$ cat config.mk
export PLATFORM = sky130hd
export DESIGN_NAME = lsu_top
export DESIGN_NICKNAME = d
export VERILOG_FILES = /design/src/rtl/lsu_pkg.sv /design/src/rtl/lsu_addr_gen.sv /design/src/rtl/lsu_dccm_rd.sv /design/src/rtl/lsu_stbuf.sv /design/src/rtl/lsu_load_align.sv /design/src/rtl/lsu_top.sv
export SDC_FILE = /design/constraint.sdc
export NUM_CORES = 1
export LEC_CHECK = 0
export BUFFER_PORTS_ARGS = -buffer_cell sky130_fd_sc_hd__buf_4
export CORE_MARGIN = 10
export CORE_UTILIZATION = 54
export DETAILED_ROUTE_END_ITERATION = 10
export PLACE_DENSITY = 0.79
export SYNTH_ARGS = -nofsm -noshare
export SYNTH_HDL_FRONTEND = slang
export SYNTH_HIERARCHICAL = 1
export SYNTH_SLANG_ARGS = --single-unit
$ cat constraint.sdc
create_clock -name clk -period 2.72 [get_ports clk]
set_clock_uncertainty 0.1 [all_clocks]
set_input_delay 0.272 -clock clk [delete_from_list [all_inputs] [get_ports clk]]
set_output_delay 0.272 -clock clk [all_outputs]
set_load 0.03 [all_outputs]
$ cat src/rtl/lsu_pkg.sv
/* Shared widths and encodings for the load/store unit.
   The DCCM word is fixed at 32 bits, so the byte offset is always 2 bits wide */
`default_nettype none

package lsu_pkg;

  // ****************************************
  // Widths
  // ****************************************

  localparam int xlen       = 32;  // Data path width
  localparam int word_bytes = 4;   // Bytes per DCCM word
  localparam int off_bits   = 2;   // Byte offset within a word

  // ****************************************
  // Encodings
  // ****************************************

  // Request operation
  typedef enum logic [1:0] {
    op_none  = 2'd0,  // Bubble, nothing to do
    op_load  = 2'd1,
    op_store = 2'd2
  } lsu_op_e;

  // Access size, naturally aligned only
  typedef enum logic [1:0] {
    size_byte = 2'd0,
    size_half = 2'd1,
    size_word = 2'd2
  } lsu_size_e;

endpackage

`default_nettype wire

$ cat src/rtl/lsu_addr_gen.sv
/* dc1 stage. Assumes naturally aligned accesses and a word aligned dccm_base */
`timescale 1ns/1ps
`default_nettype none

module lsu_addr_gen #(
  parameter logic [lsu_pkg::xlen-1:0] dccm_base      = 32'hf004_0000,
  parameter int                       dccm_addr_bits = 10
) (
  input  logic                               clk,
  input  logic                               rst,
  input  logic                               lsu_valid,       // One request per strobe
  input  lsu_pkg::lsu_op_e                   lsu_op,
  input  lsu_pkg::lsu_size_e                 lsu_size,
  input  logic                               lsu_unsigned,
  input  logic [lsu_pkg::xlen-1:0]           rs1,
  input  logic [11:0]                        offset,
  input  logic [lsu_pkg::xlen-1:0]           store_data,
  output logic                               dc2_valid,
  output lsu_pkg::lsu_op_e                   dc2_op,
  output lsu_pkg::lsu_size_e                 dc2_size,
  output logic                               dc2_unsigned,
  output logic [dccm_addr_bits-1:0]          dc2_word_addr,
  output logic [lsu_pkg::off_bits-1:0]       dc2_byte_off,
  output logic [lsu_pkg::xlen-1:0]           dc2_store_data,  // Already in its byte lane
  output logic                               dc2_error,       // Outside the DCCM region
  output logic [lsu_pkg::xlen-1:0]           dc2_addr
);

  import lsu_pkg::*;

  logic [xlen-1:0] addr;        // Effective address
  logic [xlen-1:0] rel;         // Offset from the region base
  logic            in_dccm;
  logic [xlen-1:0] store_lane;

  // ****************************************
  // Address and region check
  // ****************************************

  assign addr = rs1 + {{(xlen-12){offset[11]}}, offset};  // Sign extended offset
  assign rel  = addr - dccm_base;  // Wraps below base, so one compare covers both ends

  // Inside when no bit above the DCCM byte range is set
  assign in_dccm = (rel >> (dccm_addr_bits + off_bits)) == '0;

  // Move store bytes into the lane they will be written to
  assign store_lane = store_data << {rel[off_bits-1:0], 3'b000};

  // ****************************************
  // dc2 packet
  // ****************************************

  always_ff @(posedge clk) begin
    if (rst) begin
      dc2_valid <= 1'b0;
    end else begin
      dc2_valid <= lsu_valid & (lsu_op != op_none);  // Bubbles never enter dc2
    end
  end

  always_ff @(posedge clk) begin
    if (lsu_valid) begin
      dc2_op         <= lsu_op;
      dc2_size       <= lsu_size;
      dc2_unsigned   <= lsu_unsigned;
      dc2_word_addr  <= rel[dccm_addr_bits+off_bits-1:off_bits];
      dc2_byte_off   <= rel[off_bits-1:0];
      dc2_store_data <= store_lane;
      dc2_error      <= ~in_dccm;
      dc2_addr       <= addr;  // Kept for error reporting
    end
  end

endmodule

`default_nettype wire

$ cat src/rtl/lsu_dccm_rd.sv
/* dc2 read side. The DCCM registers read data, so it returns in dc3 */
`timescale 1ns/1ps
`default_nettype none

module lsu_dccm_rd #(
  parameter int dccm_addr_bits = 10
) (
  input  logic                         clk,
  input  logic                         rst,
  input  logic                         dc2_valid,
  input  lsu_pkg::lsu_op_e             dc2_op,
  input  lsu_pkg::lsu_size_e           dc2_size,
  input  logic                         dc2_unsigned,
  input  logic [dccm_addr_bits-1:0]    dc2_word_addr,
  input  logic [lsu_pkg::off_bits-1:0] dc2_byte_off,
  input  logic                         dc2_error,
  input  logic [lsu_pkg::xlen-1:0]     dc2_addr,
  output logic                         dccm_rden,
  output logic [dccm_addr_bits-1:0]    dccm_rd_addr,
  output logic                         dc3_valid,     // Good load in dc3
  output lsu_pkg::lsu_size_e           dc3_size,
  output logic                         dc3_unsigned,
  output logic [lsu_pkg::off_bits-1:0] dc3_byte_off,
  output logic                         dc3_error,     // Errored load or store in dc3
  output logic [lsu_pkg::xlen-1:0]     dc3_addr
);

  import lsu_pkg::*;

  logic rd_go;  // Load that really reads the DCCM

  assign rd_go        = dc2_valid & (dc2_op == op_load) & ~dc2_error;
  assign dccm_rden    = rd_go;
  assign dccm_rd_addr = dc2_word_addr;

  // Only point where an access error turns into a report
  always_ff @(posedge clk) begin
    if (rst) begin
      dc3_valid <= 1'b0;
      dc3_error <= 1'b0;
    end else begin
      dc3_valid <= rd_go;
      dc3_error <= dc2_valid & dc2_error;  // Stores report too
    end
  end

  always_ff @(posedge clk) begin
    dc3_size     <= dc2_size;
    dc3_unsigned <= dc2_unsigned;
    dc3_byte_off <= dc2_byte_off;
    dc3_addr     <= dc2_addr;
  end

endmodule

`default_nettype wire

$ cat src/rtl/lsu_stbuf.sv
/* Store buffer, drains one entry per cycle while non-empty.
   Caller must hold stores off while lsu_store_stall is high */
`timescale 1ns/1ps
`default_nettype none

module lsu_stbuf #(
  parameter int dccm_addr_bits = 10,
  parameter int stbuf_depth    = 4
) (
  input  logic                           clk,
  input  logic                           rst,
  input  logic                           dc2_valid,
  input  lsu_pkg::lsu_op_e               dc2_op,
  input  lsu_pkg::lsu_size_e             dc2_size,
  input  logic [dccm_addr_bits-1:0]      dc2_word_addr,
  input  logic [lsu_pkg::off_bits-1:0]   dc2_byte_off,
  input  logic [lsu_pkg::xlen-1:0]       dc2_store_data,
  input  logic                           dc2_error,
  output logic                           dccm_wren,
  output logic [dccm_addr_bits-1:0]      dccm_wr_addr,
  output logic [lsu_pkg::xlen-1:0]       dccm_wr_data,
  output logic [lsu_pkg::word_bytes-1:0] dccm_wr_byteen,
  output logic [lsu_pkg::xlen-1:0]       dc3_fwd_data,
  output logic [lsu_pkg::word_bytes-1:0] dc3_fwd_byteen,
  output logic                           lsu_store_stall,
  output logic                           stbuf_empty
);

  import lsu_pkg::*;

  localparam int ptr_w = (stbuf_depth > 1) ? $clog2(stbuf_depth) : 1;
  localparam int cnt_w = $clog2(stbuf_depth + 1);

  logic [dccm_addr_bits-1:0] addr_q   [stbuf_depth];  // Word address per entry
  logic [word_bytes-1:0]     byteen_q [stbuf_depth];
  logic [xlen-1:0]           data_q   [stbuf_depth];

  logic [ptr_w-1:0]      head;        // Oldest entry, next to drain
  logic [ptr_w-1:0]      tail;        // Next free slot
  logic [cnt_w-1:0]      count;
  logic                  is_store;
  logic                  alloc;
  logic                  drain;
  logic [word_bytes-1:0] new_byteen;
  logic [xlen-1:0]       fwd_data;
  logic [word_bytes-1:0] fwd_byteen;

  // Wrap at depth, works for any depth
  function automatic logic [ptr_w-1:0] ptr_inc(input logic [ptr_w-1:0] p);
    ptr_inc = (p == ptr_w'(stbuf_depth - 1)) ? '0 : p + 1'b1;
  endfunction

  // ****************************************
  // Allocate and drain
  // ****************************************

  assign is_store = dc2_valid & (dc2_op == op_store);
  assign alloc    = is_store & ~dc2_error;  // Errored stores are dropped
  assign drain    = count != '0;

  always_comb begin
    case (dc2_size)
      size_byte: new_byteen = {{(word_bytes-1){1'b0}}, 1'b1} << dc2_byte_off;
      size_half: new_byteen = {{(word_bytes-2){1'b0}}, 2'b11} << dc2_byte_off;
      size_word: new_byteen = '1;
      default:   new_byteen = '0;
    endcase
  end

  assign dccm_wren      = drain;
  assign dccm_wr_addr   = addr_q[head];
  assign dccm_wr_data   = data_q[head];
  assign dccm_wr_byteen = byteen_q[head];

  assign stbuf_empty     = count == '0;
  // Full, or about to be filled by the store now in dc2
  assign lsu_store_stall = (count == cnt_w'(stbuf_depth)) |
                           ((count == cnt_w'(stbuf_depth - 1)) & is_store);

  // ****************************************
  // Forwarding to dc2 loads
  // ****************************************

  // Walk oldest to youngest so younger bytes win
  always_comb begin
    int idx;
    fwd_data   = '0;
    fwd_byteen = '0;
    for (int i = 0; i < stbuf_depth; i++) begin
      idx = (int'(head) + i) % stbuf_depth;
      if ((i < int'(count)) && dc2_valid && (dc2_op == op_load) &&
          (addr_q[idx] == dc2_word_addr)) begin
        for (int b = 0; b < word_bytes; b++) begin
          if (byteen_q[idx][b]) begin
            fwd_byteen[b]       = 1'b1;
            fwd_data[8*b +: 8] = data_q[idx][8*b +: 8];
          end
        end
      end
    end
  end

  always_ff @(posedge clk) begin
    if (rst) begin
      head           <= '0;
      tail           <= '0;
      count          <= '0;
      dc3_fwd_byteen <= '0;
    end else begin
      if (alloc) tail <= ptr_inc(tail);
      if (drain) head <= ptr_inc(head);
      count          <= count + cnt_w'(alloc) - cnt_w'(drain);
      dc3_fwd_byteen <= fwd_byteen;  // Zero unless a load hit
    end
  end

  always_ff @(posedge clk) begin
    if (alloc) begin
      addr_q[tail]   <= dc2_word_addr;
      byteen_q[tail] <= new_byteen;
      data_q[tail]   <= dc2_store_data;
    end
    dc3_fwd_data <= fwd_data;
  end

endmodule

`default_nettype wire

$ cat src/rtl/lsu_load_align.sv
/* dc3 merge, align and extend. Result and error are one-cycle pulses */
`timescale 1ns/1ps
`default_nettype none

module lsu_load_align (
  input  logic                           clk,
  input  logic                           rst,
  input  logic                           dc3_valid,
  input  lsu_pkg::lsu_size_e             dc3_size,
  input  logic                           dc3_unsigned,
  input  logic [lsu_pkg::off_bits-1:0]   dc3_byte_off,
  input  logic                           dc3_error,
  input  logic [lsu_pkg::xlen-1:0]       dc3_addr,
  input  logic [lsu_pkg::xlen-1:0]       dccm_rd_data,
  input  logic [lsu_pkg::xlen-1:0]       dc3_fwd_data,
  input  logic [lsu_pkg::word_bytes-1:0] dc3_fwd_byteen,
  output logic                           lsu_result_valid,
  output logic [lsu_pkg::xlen-1:0]       lsu_result,
  output logic                           lsu_error,
  output logic [lsu_pkg::xlen-1:0]       lsu_error_addr
);

  import lsu_pkg::*;

  logic [xlen-1:0] merged;   // Buffer bytes over memory bytes
  logic [xlen-1:0] shifted;  // Addressed byte moved to bit 0
  logic [xlen-1:0] ext;

  always_comb begin
    for (int b = 0; b < word_bytes; b++) begin
      merged[8*b +: 8] = dc3_fwd_byteen[b] ? dc3_fwd_data[8*b +: 8] : dccm_rd_data[8*b +: 8];
    end
    shifted = merged >> {dc3_byte_off, 3'b000};
    case (dc3_size)
      size_byte: ext = {{(xlen-8){~dc3_unsigned & shifted[7]}}, shifted[7:0]};
      size_half: ext = {{(xlen-16){~dc3_unsigned & shifted[15]}}, shifted[15:0]};
      default:   ext = shifted;  // Word
    endcase
  end

  always_ff @(posedge clk) begin
    if (rst) begin
      lsu_result_valid <= 1'b0;
      lsu_error        <= 1'b0;
    end else begin
      lsu_result_valid <= dc3_valid;
      lsu_error        <= dc3_error;
    end
  end

  always_ff @(posedge clk) begin
    if (dc3_valid) lsu_result <= ext;
    if (dc3_error) lsu_error_addr <= dc3_addr;  // Holds the last errored address
  end

endmodule

`default_nettype wire

$ cat src/rtl/lsu_top.sv
/* Load/store unit, dc1 to dc3, three edges from request to result.
   Aligned DCCM accesses only; no store may be presented while lsu_store_stall is high */
`timescale 1ns/1ps
`default_nettype none

module lsu_top #(
  parameter logic [lsu_pkg::xlen-1:0] dccm_base      = 32'hf004_0000,
  parameter int                       dccm_addr_bits = 10,  // 4 KiB
  parameter int                       stbuf_depth    = 4
) (
  input  logic                           clk,
  input  logic                           rst,
  input  logic                           lsu_valid,
  input  lsu_pkg::lsu_op_e               lsu_op,
  input  lsu_pkg::lsu_size_e             lsu_size,
  input  logic                           lsu_unsigned,
  input  logic [lsu_pkg::xlen-1:0]       rs1,
  input  logic [11:0]                    offset,
  input  logic [lsu_pkg::xlen-1:0]       store_data,
  output logic                           lsu_result_valid,
  output logic [lsu_pkg::xlen-1:0]       lsu_result,
  output logic                           lsu_error,
  output logic [lsu_pkg::xlen-1:0]       lsu_error_addr,
  output logic                           lsu_store_stall,
  output logic                           lsu_idle,
  output logic                           dccm_rden,
  output logic [dccm_addr_bits-1:0]      dccm_rd_addr,
  input  logic [lsu_pkg::xlen-1:0]       dccm_rd_data,
  output logic                           dccm_wren,
  output logic [dccm_addr_bits-1:0]      dccm_wr_addr,
  output logic [lsu_pkg::xlen-1:0]       dccm_wr_data,
  output logic [lsu_pkg::word_bytes-1:0] dccm_wr_byteen
);

  import lsu_pkg::*;

  // dc2 packet
  logic                      dc2_valid;
  lsu_op_e                   dc2_op;
  lsu_size_e                 dc2_size;
  logic                      dc2_unsigned;
  logic [dccm_addr_bits-1:0] dc2_word_addr;
  logic [off_bits-1:0]       dc2_byte_off;
  logic [xlen-1:0]           dc2_store_data;
  logic                      dc2_error;
  logic [xlen-1:0]           dc2_addr;

  // dc3 packet and forwarding
  logic                  dc3_valid;
  lsu_size_e             dc3_size;
  logic                  dc3_unsigned;
  logic [off_bits-1:0]   dc3_byte_off;
  logic                  dc3_error;
  logic [xlen-1:0]       dc3_addr;
  logic [xlen-1:0]       dc3_fwd_data;
  logic [word_bytes-1:0] dc3_fwd_byteen;
  logic                  stbuf_empty;

  lsu_addr_gen #(
    .dccm_base      (dccm_base),
    .dccm_addr_bits (dccm_addr_bits)
  ) addr_gen_i (
    .clk, .rst, .lsu_valid, .lsu_op, .lsu_size, .lsu_unsigned, .rs1, .offset, .store_data,
    .dc2_valid, .dc2_op, .dc2_size, .dc2_unsigned, .dc2_word_addr, .dc2_byte_off,
    .dc2_store_data, .dc2_error, .dc2_addr
  );

  lsu_dccm_rd #(
    .dccm_addr_bits (dccm_addr_bits)
  ) dccm_rd_i (
    .clk, .rst, .dc2_valid, .dc2_op, .dc2_size, .dc2_unsigned, .dc2_word_addr,
    .dc2_byte_off, .dc2_error, .dc2_addr, .dccm_rden, .dccm_rd_addr,
    .dc3_valid, .dc3_size, .dc3_unsigned, .dc3_byte_off, .dc3_error, .dc3_addr
  );

  lsu_stbuf #(
    .dccm_addr_bits (dccm_addr_bits),
    .stbuf_depth    (stbuf_depth)
  ) stbuf_i (
    .clk, .rst, .dc2_valid, .dc2_op, .dc2_size, .dc2_word_addr, .dc2_byte_off,
    .dc2_store_data, .dc2_error, .dccm_wren, .dccm_wr_addr, .dccm_wr_data, .dccm_wr_byteen,
    .dc3_fwd_data, .dc3_fwd_byteen, .lsu_store_stall, .stbuf_empty
  );

  lsu_load_align load_align_i (
    .clk, .rst, .dc3_valid, .dc3_size, .dc3_unsigned, .dc3_byte_off, .dc3_error, .dc3_addr,
    .dccm_rd_data, .dc3_fwd_data, .dc3_fwd_byteen,
    .lsu_result_valid, .lsu_result, .lsu_error, .lsu_error_addr
  );

  // Nothing buffered and nothing in flight past dc1
  assign lsu_idle = stbuf_empty & ~(dc2_valid | dc3_valid | dc3_error);

endmodule

`default_nettype wire

# Yosys cells after proc, flatten, opt, wreduce, memory -nomap -nowiden
# Memories as Yosys holds them, arrays and structs flattened. A register that Yosys moved wholly into a read port is not among the register bits.
# Index checks and enable logic that the tools add are counted.
[word_totals]
ff_bits = 231
ramBits = 184
inputBits = 116
output_inout_bits = 126
wordCells = 154
memories = 3
[mem_list]
columns = ["name", "words", "word_bits", "rd", "rd_ports_with_merged_regs", "write_ports", "line", "text"]
rows = [
  ["stbuf_i.data_q", 4, 32, 5, 2, 1, "lsu_stbuf.sv:36", "logic [xlen-1:0] data_q [stbuf_depth];"],
  ["stbuf_i.addr_q", 4, 10, 5, 2, 1, "lsu_stbuf.sv:34", "logic [dccm_addr_bits-1:0] addr_q [stbuf_depth];"],
  ["stbuf_i.byteen_q", 4, 4, 5, 2, 1, "lsu_stbuf.sv:35", "logic [word_bytes-1:0] byteen_q [stbuf_depth];"],
]
[op_classes]
addsub = 9
n_lt_le_gt_ge = 4
n_eq_ne = 13
shift = 4
muxes = 62
n_bitwise = 17
n_reduce_logical = 18
[ops]
columns = ["operator", "count"]
rows = [
  ["8-bit two-way mux", 20],
  ["32-bit two-way mux", 4],
  ["32-bit case mux with 2 select lines", 1],
  ["10-bit == test", 4],
  ["32-bit adder", 1],
  ["32-bit logical NOT", 1],
  ["32-bit by 5-bit << shifter with 32-bit output", 1],
  ["32-bit by 5-bit right shift with 32-bit output", 1],
  ["32-bit subtractor (second input constant)", 1],
  ["2-bit two-way mux", 14],
  ["1-bit two-way mux", 18],
  ["4-bit two-way mux", 4],
  ["1-bit logical AND", 12],
  ["4-bit case mux with 3 select lines", 1],
  ["1-bit bitwise AND", 10],
  ["2-bit == test (second input constant)", 4],
  ["2-bit by 1-bit adder with 2-bit output (second input constant)", 3],
  ["2-bit by 1-bit == test with 1-bit output (second input constant)", 3],
  ["1-bit by 3-bit < comparator with 1-bit output (first input constant)", 2],
  ["2-bit by 3-bit < comparator with 1-bit output (first input constant)", 2],
  ["2-bit adder (second input constant)", 2],
  ["2-bit logical NOT", 2],
  ["1-bit inverter", 4],
  ["1-bit by 2-bit << shifter with 4-bit output (first input constant)", 1],
  ["other kinds (9)", 11],
]

# Logic depth before layout (Yosys ltp)
# Gate-level depths: netlist of run 1.
[logic_depth]
ltp_word = 11
ltp_mapped = 12
ltp_nobuf = 12

# By module
# Netlist of run 1, hierarchy kept.
[modules_own_cells]
columns = ["mod", "n_inst", "cells_per_inst", "area_each_um2", "seq_area_each_um2"]
rows = [
  ["lsu_stbuf", 1, 958, 13072.5, 6426.2],
  ["lsu_addr_gen", 1, 446, 4659.5, 2122.0],
  ["lsu_load_align", 1, 216, 3148.0, 1961.9],
  ["lsu_dccm_rd", 1, 53, 883.3, 780.7],
  ["lsu_top", 1, 1, 15.0, 0.0],
]

# Least setup slack after synthesis of run 1
# Ideal clock, no wire load.
[synth_path]
path_type = "input port to flip-flop"
start = "input offset[4]"
end = "register addr_gen_i.dc2_error, data pin"
setup_ns = 0.279
t_arrival_ns = 2.538
required_time_ns = 2.341
slack_ns = -0.197
cell_stages = 10
n_path_buf = 0
path_cell_list = "ha_1 -> a21o_1 -> a31o_1 -> o211ai_4 -> o211ai_4 -> a41o_1 -> a21o_1 -> or3_1 -> a2111oi_2 -> o2111ai_1"
[synth_via]
elab_chain_len = 4
[synth_rtl]
columns = ["element", "line", "text"]
rows = [
  ["start: declaration", "lsu_top.sv:18", "input logic [11:0] offset,"],
  ["32-bit adder", "lsu_addr_gen.sv:40", "assign addr = rs1 + {{(xlen-12){offset[11]}}, offset};"],
  ["32-bit subtractor", "lsu_addr_gen.sv:41", "assign rel = addr - dccm_base;"],
  ["32-bit logical NOT", "lsu_addr_gen.sv:44", "assign in_dccm = (rel >> (dccm_addr_bits + off_bits)) == '0;"],
  ["1-bit inverter", "lsu_addr_gen.sv:69", "dc2_error <= ~in_dccm;"],
  ["end signal: assignment", "lsu_addr_gen.sv:69", ""],
  ["end: declaration", "lsu_addr_gen.sv:25", "output logic dc2_error,"],
]
# Every way passes these cells.
# A chain may end at the register's enable or synchronous reset.

# Worst setup path in the final report of run 1
[layout_path]
start = "register stbuf_i.head[0]"
end = "register stbuf_i/dc3_fwd_data[14] (netlist name)"
[layout_via]
elab_chain_len = 9
word_cells_on_any_way = 18
cone_classes = "add/sub (3); eq/ne (3); mux (6); reduce/logical (3); memory (3)"
[layout_rtl]
columns = ["element", "line", "text"]
rows = [
  ["start: declaration", "lsu_stbuf.sv:38", "logic [ptr_w-1:0] head;"],
  ["start signal: assignment", "lsu_stbuf.sv:111", "if (drain) head <= ptr_inc(head);"],
  ["2-bit by 1-bit adder with 2-bit output", "lsu_stbuf.sv:90", "idx = (int'(head) + i) % stbuf_depth;"],
  ["memory read 4 x 10 bit", "-", ""],
  ["10-bit == test", "lsu_stbuf.sv:92", "(addr_q[idx] == dc2_word_addr)) begin"],
  ["1-bit logical AND", "lsu_stbuf.sv:91", "if ((i < int'(count)) && dc2_valid && (dc2_op == op_load) &&"],
  ["32-bit two-way mux", "lsu_stbuf.sv:91", ""],
  ["8-bit two-way mux", "lsu_stbuf.sv:94", "if (byteen_q[idx][b]) begin"],
  ["32-bit two-way mux", "lsu_stbuf.sv:91", ""],
  ["8-bit two-way mux", "lsu_stbuf.sv:94", ""],
  ["32-bit two-way mux (*)", "lsu_stbuf.sv:91", ""],
  ["via stbuf_i.fwd_data[14]", "lsu_stbuf.sv:45", "logic [xlen-1:0] fwd_data;"],
  ["end signal: assignment", "lsu_stbuf.sv:123", "dc3_fwd_data <= fwd_data;"],
  ["end: declaration", "lsu_stbuf.sv:23", "output logic [lsu_pkg::xlen-1:0] dc3_fwd_data,"],
]
# Mark *: on every way through the listed nets, which the timed path passes. The rest lies on a longest branch.

==> flow_summary.toml, run 1 <==
[sta]
slew_headroom = 0.317
rsz0062_at_grt = "true"
hold_viol_final = 0
period_share = 1.10
fin_tns_setup_ps = -7330
final.setup.worst_slack_ps = -276
slew_viol_final = 0
fmax_mhz = 334
setup_viol = 37
tightest_slew_ps = 1020
period_needed_ps = 3000

[hold_path]
min_path_type = "in -> reg"

[clock_network]
clk_pin_slew_ps = 60
clk_latency_ps = 570
cts_buffers = 42
root_buffer = "clkbuf_16"
htree_levels = 2
cts_tree = "yes"
clock_path_buffers = 3
cts_sinks = 405

[logic_synthesis]
synthArstFlopShare = 0
synth_flop_cell = "edfxtp_1"
synth_cell_type_count = 79
synth_area_um2 = 21800
yosys-top-cells-area = "edfxtp_1 44%, mux4_2 10%, dfxtp_1 8.0%"
yosys_register_bits = 405
yosysTopAreaCell = "edfxtp_1"
yosysSeqAreaShare = 0.518
yosys_warnings = 6
synth.avg_cell_area_um2 = 13.0
synth_nets = 1832
synth_cells = 1674
synth_top_area_frac = 0.438
synth_edf_count = 318

[detailed_routing]
wire_per_inst_um = 23.9
detail-route-antenna-nets = 0
vias = 16246
viasPerCell = 6.16
firstDrtPassIters = 5
routed.top_layer = "met5"
routed_wl_um = 62900
dr_wl_met2_um = 30100
drc = 0
drt_iter0_drc = 1697
wl_met1_um = 24600
wl_met3_um = 6240

[finish]
fin_nets = 2237
final_area_um2 = 27800
layout_commonest_cell = "buf_4"
layout_common_cells = "415 x buf_4, 318 x edfxtp_1, 124 x mux2_2"
area_growth_pct = 27.5
fin_cells = 2638
antenna_cells = 0
drive_gt1_frac = 0.400

[critical_path]
path_buf_inv = 1
critPathKind = "reg -> reg"
cp_cell_sequence = "ha_4 > mux4_2 > xor2_1 > a211oi_1 > and4b_2 > buf_12 > o2111ai_4 > mux2_2 > o21ai_2"
max_stage_delay_ps = 530
cp_max_fo = 8
cpMaxStageDelayCell = "mux4_2"
cp-end-kind = "flop"
arrival_ps = 3380
crit_family = "multiplexers"
crit_required_ps = 3100
worstSetupStartpointType = "flop"

[run_status]
violations = "negative setup slack"
status = "finished with violations"

[power]
switching_share = 0.355
switching_power_mw = 8.30
vdd_drop_max_uv = 793
powerDensity_nw_per_um2 = 842
p_total_mw = 23.4
clockPowerShare = 0.263
pwr-share-seq = 0.322
p_leak_nw = 10.2
p_int_mw = 15.1
p_comb_frac = 0.415

[placed_design]
dp_slack_ps = -505
place_area_um2 = 25400
hpwlAfterDp_um = 44600
post-place-cells = 2515
place_congestion = 0.937
portBuffers = 241

[floorplanning]
die_w_um = 221
die_area_um2 = 48800
start_util = 0.547
fp.dieH_um = 221
design.core.area_um2 = 39800
row_count = 73
io_pins = 242

[grt]
antenna_found_initial = 1
grt_pass1_vias = 16187
grt_usage = 0.245
grt_pass1_wl_um = 95100
grt_overflow_total = 0
grt_max_degree = 77

[flow_run]
drv_cap = 0
-- power by group through the flow --
stage | Sequential, mW | Clock, mW | Combinational, mW
floorplan | 7.41 | 0 | 6.44
finish | 7.52 | 6.15 | 9.68
global route | 7.56 | 6.51 | 10.3
detailed placement | 7.63 | 0 | 9.02
global placement | 7.61 | 0 | 8.81
CTS | 7.51 | 6.24 | 9.38
-- routing by layer --
layer,GRT usage,vias up
met5,0,-
met4,0.0810,2
met3,0.0604,145
met2,0.399,890
met1,0.314,7944
li1,-,7265
-- synth_stat cells (12+ instances only) --
master    instances
a211oi_1         12
a21oi_1          86
and2_1           15
buf_1            12
buf_2            26
buf_4            27
clkbuf_1         46
dfxtp_1          87
edfxtp_1        318
ha_1             40
inv_1            19
mux2_2          131
mux2i_1         102
mux4_2           97
nand2_1         113
nand3_1          63
nand4_1          39
nor2_1           95
nor2b_1          20
o21ai_0          73
o21ai_1          35
xnor2_1          35
xor2_1           37
-- path summary, 6_finish.rpt --
path	cells past startpoint	endpoint	slack, ps	from
setup / recovery	9	stbuf_i/dc3_fwd_data[14]$_DFF_P_	-280	stbuf_i/head[0]$_SDFFE_PP0N_
hold / removal	3	addr_gen_i/dc2_store_data[24]$_DFFE_PP_	10	store_data[16]
setup reg to reg	9	stbuf_i/dc3_fwd_data[14]$_DFF_P_	-280	stbuf_i/head[0]$_SDFFE_PP0N_
hold reg to reg	0	dccm_rd_i/dc3_unsigned$_DFF_P_	240	addr_gen_i/dc2_unsigned$_DFFE_PP_
-- area by class of cell --
type	count	area (um^2)
Timing Repair Buffer	481	4070
Inverter	20	77.6
Tap cell	525	657
Fill cell	2674	12100
Multi-Input combinational cell	1129	10200
Sequential cell	405	11300
Clock buffer	57	1180
Clock inverter	21	315
-- metrics by stage --
step           utilization  hold slack [ps]
2_1_floorplan            -              223
3_3_place_gp         0.638              225
3_5_place_dp         0.638              229
4_1_cts              0.688             6.87
5_1_grt              0.697             22.2
6_report             0.697             12.6
-- cell families after synthesis --
group                      share of synthesized area
AOI/OAI and AO/OA                             0.0849
muxes                                          0.217
and+or+nand+nor                               0.0903
DFF                                            0.518
xor gates and xnor gates                      0.0290
adders and majority gates                     0.0248
buffers and inverters                         0.0360
-- state kept, by name, indices dropped and copies added (netlist names), 2 cells and up, named ones only --
register,flops
addr_gen_i/dc2_word_addr,9
stbuf_i/data_q,128
stbuf_i/tail,2
stbuf_i/count,3
addr_gen_i/dc2_op,2
load_align_i/lsu_result,32
stbuf_i/byteen_q,16
addr_gen_i/dc2_store_data,32
dccm_rd_i/dc3_byte_off,2
dccm_rd_i/dc3_size,2
stbuf_i/addr_q,40
stbuf_i/dc3_fwd_byteen,4
stbuf_i/dc3_fwd_data,32
addr_gen_i/dc2_addr,22
dccm_rd_i/dc3_addr,32
stbuf_i/head,2
load_align_i/lsu_error_addr,32
addr_gen_i/dc2_size,2
-- timing repair --
item,CTS,global route
setup endpoints to repair,66,39
pin swaps,4,12
hold buffers,22,0
cloned,5,1
endpoints found under the hold margin,42,0
setup buffers,7,10
gates resized for setup,36,47
-- worst reg2reg max path, stage by stage (launching register included) --
cell       delay (ps)
dfxtp_4           360
ha_4              360
mux4_2            540
xor2_1            150
a211oi_1          160
and4b_2           300
buf_12            160
o2111ai_4         230
mux2_2            360
o21ai_2           190
(Power assumes the default switching activity.)
==> run 2: changes to the inputs <==
==> constraint.sdc (replaced) <==
create_clock -name clk -period 2.72 [get_ports clk]
set_clock_uncertainty 0.1 [all_clocks]
set_input_delay 0 -clock clk [delete_from_list [all_inputs] [get_ports clk]]
set_output_delay 0 -clock clk [all_outputs]
set_load 0.03 [all_outputs]
==> run 2 against run 1 <==
Against the previous run:
- the flow still finishes with violations (negative setup slack)
- sequential power hardly changed
- worst hold slack worse by 2.6 ps
- clock-buffer cell count stayed put
- combinational power hardly changed
- total power is 0.15% lower
- critical path depth is 4 higher
- cell count is 2.0% higher
- flip-flop and latch count stayed put
- fmax is 1.1% higher
- core utilization is 1.0 points higher
- clock power hardly changed
==> flow_summary.toml, run 2 (synthesized netlist as in run 1, its figures left out) <==
[run_status]
status = "finished with violations"
violations = "negative setup slack"

[floorplanning]
die_area_um2 = 48800
design.core.area_um2 = 39800
row_count = 73
start_util = 0.547
die_w_um = 221
io_pins = 242
fp.dieH_um = 221

[power]
powerDensity_nw_per_um2 = 828
p_leak_nw = 10.4
vdd_drop_max_uv = 865

[flow_run]
drv_cap = 0

[clock_network]
clk_latency_ps = 570
cts_tree = "yes"
clock_path_buffers = 3
cts_buffers = 43
htree_levels = 2
cts_sinks = 405
clk_pin_slew_ps = 60
root_buffer = "clkbuf_16"

[sta]
fmax_mhz = 337
period_share = 1.09
fin_tns_setup_ps = -7000
slew_viol_final = 0
period_needed_ps = 2960
fin_hold_ws_ps = 10.0
rsz0062_at_grt = "true"
tightest_slew_ps = 1010
final.setup.worst_slack_ps = -245
hold_viol_final = 0
setup_viol = 36
slew_headroom = 0.329

[finish]
top_register = "stbuf_i/data_q"
antenna_cells = 0
fill_cells = 2652
reg.largest.list = "stbuf_i/data_q (128), stbuf_i/addr_q (40)"
fin_nets = 2291
area_growth_pct = 29.3
layout_common_cells = "405 x buf_4, 318 x edfxtp_1, 128 x mux2_2"
drive_gt1_frac = 0.380
layout_commonest_cell = "buf_4"
largest_register_ffs = 128

[detailed_routing]
vias = 16241
firstDrtPassIters = 6
drc = 0
drt_iter0_drc = 1841
wire_per_inst_um = 23.5
detail-route-antenna-nets = 0
routed_wl_um = 63200
viasPerCell = 6.03

[critical_path]
cp_max_fo = 10
arrival_ps = 3360
crit_required_ps = 3110
r2r-start = "stbuf_i/head[0]$_SDFFE_PP0N_"
ff2ff_setup_slack_ps = -240
cp_cell_sequence = "ha_4 > buf_4 > buf_4 > buf_4 > buf_4 > mux4_2 > xor2_1 > nor4_4 > buf_4 > nand4_2 > buf_12 > mux2_2 > o21ai_2"
cpMaxStageDelayCell = "dfxtp_4"
startpoint = "stbuf_i/head[0]$_SDFFE_PP0N_"
cpMostUsedCell = "buf_4"
cp-end-kind = "flop"
critPathKind = "reg -> reg"
rr_endpoint = "stbuf_i/dc3_fwd_data[14]$_DFF_P_"
worstSetupStartpointType = "flop"
ff2ff_path_depth = 13
crit_end = "stbuf_i/dc3_fwd_data[14]$_DFF_P_"
max_stage_delay_ps = 350

[placed_design]
portBuffers = 241
hpwlAfterDp_um = 44100
place_congestion = 0.884

[grt]
grt_max_degree = 84
antenna_found_initial = 1
grt_usage = 0.247
grt_pass1_vias = 16741
grt_pass1_wl_um = 96300
grt_overflow_total = 0

[hold_path]
min_path_type = "in -> reg"
==> run 2: per-layer routing <==
layer | vias to the layer above | GRT usage | routed length (um)
met4 | 2 | 0.0934 | 2110
met3 | 125 | 0.0631 | 6060
met5 | - | 0 | 13
met1 | 7951 | 0.311 | 24900
met2 | 815 | 0.403 | 30200
li1 | 7348 | - | -
==> run 2: report_power, final <==
group	internal [mW]	leakage (nW)	switching [mW]	total [mW]
logic	4.23	6.03	5.47	9.70
clock network	3.69	0.717	2.45	6.14
registers	7.16	3.61	0.332	7.49
==> run 2: metrics by stage <==
step           setup slack [ps]  instance area, um^2  std cells  power (mW)   util
2_1_floorplan              16.7                21800       1674        13.9      -
3_3_place_gp               -363                25100       2494        16.4  0.631
3_5_place_dp               -405                25100       2494        16.5  0.631
4_1_cts                    -195                27700       2678        23.1  0.696
5_1_grt                    -312                28200       2692        24.3  0.707
6_report                   -245                28200       2692        23.3  0.707
==> run 2: worst min path at each step <==
| stage | start | endpoint | slack (ps) | depth (start not counted) |
|---|---|---|---|---|
| global route | rs1[30] | addr_gen_i/dc2_addr[30]$_DFFE_PP_ | 30 | 4 |
| floorplan | rst | load_align_i/lsu_error$_SDFF_PP0_ | -30 | 1 |
| detailed placement | lsu_size[0] | addr_gen_i/dc2_size[0]$_DFFE_PP_ | 90 | 1 |
| global placement | lsu_op[1] | addr_gen_i/dc2_op[1]$_DFFE_PP_ | 90 | 1 |
| CTS | rs1[30] | addr_gen_i/dc2_addr[30]$_DFFE_PP_ | 1 | 4 |
| finish | rs1[12] | addr_gen_i/dc2_addr[12]$_DFFE_PP_ | 10 | 4 |
==> run 2: cell type report <==
type | instances | area, um^2 | share of cell area
Tap cell | 525 | 657 | 0.0233
Sequential cell | 405 | 11300 | 0.401
Clock buffer | 57 | 1200 | 0.0427
Clock inverter | 22 | 277 | 0.00982
Timing Repair Buffer | 537 | 4590 | 0.163
Inverter | 20 | 75.1 | 0.00267
Multi-Input combinational cell | 1126 | 10100 | 0.357
==> run 2: repair_timing <==
action                                  CTS  global route
endpoints found under the setup margin   62            48
hold buffers                             99             0
cloned                                    2             3
pin swaps                                 5            18
hold endpoints to repair                 99             0
buffers inserted                          4            11
gates resized for setup                  18            55
==> run 2: worst max-delay path: cells and delay by family, from the launching register on <==
kind / cells / cell delay (ps)
flip-flops: 1 / 350
adder cells (fa/ha/maj): 1 / 280
multiplexers: 2 / 600
AO/OA/AOI/OAI: 1 / 70
AND/OR/NAND/NOR: 2 / 380
buffers and inverters: 6 / 930
XOR/XNOR: 1 / 190
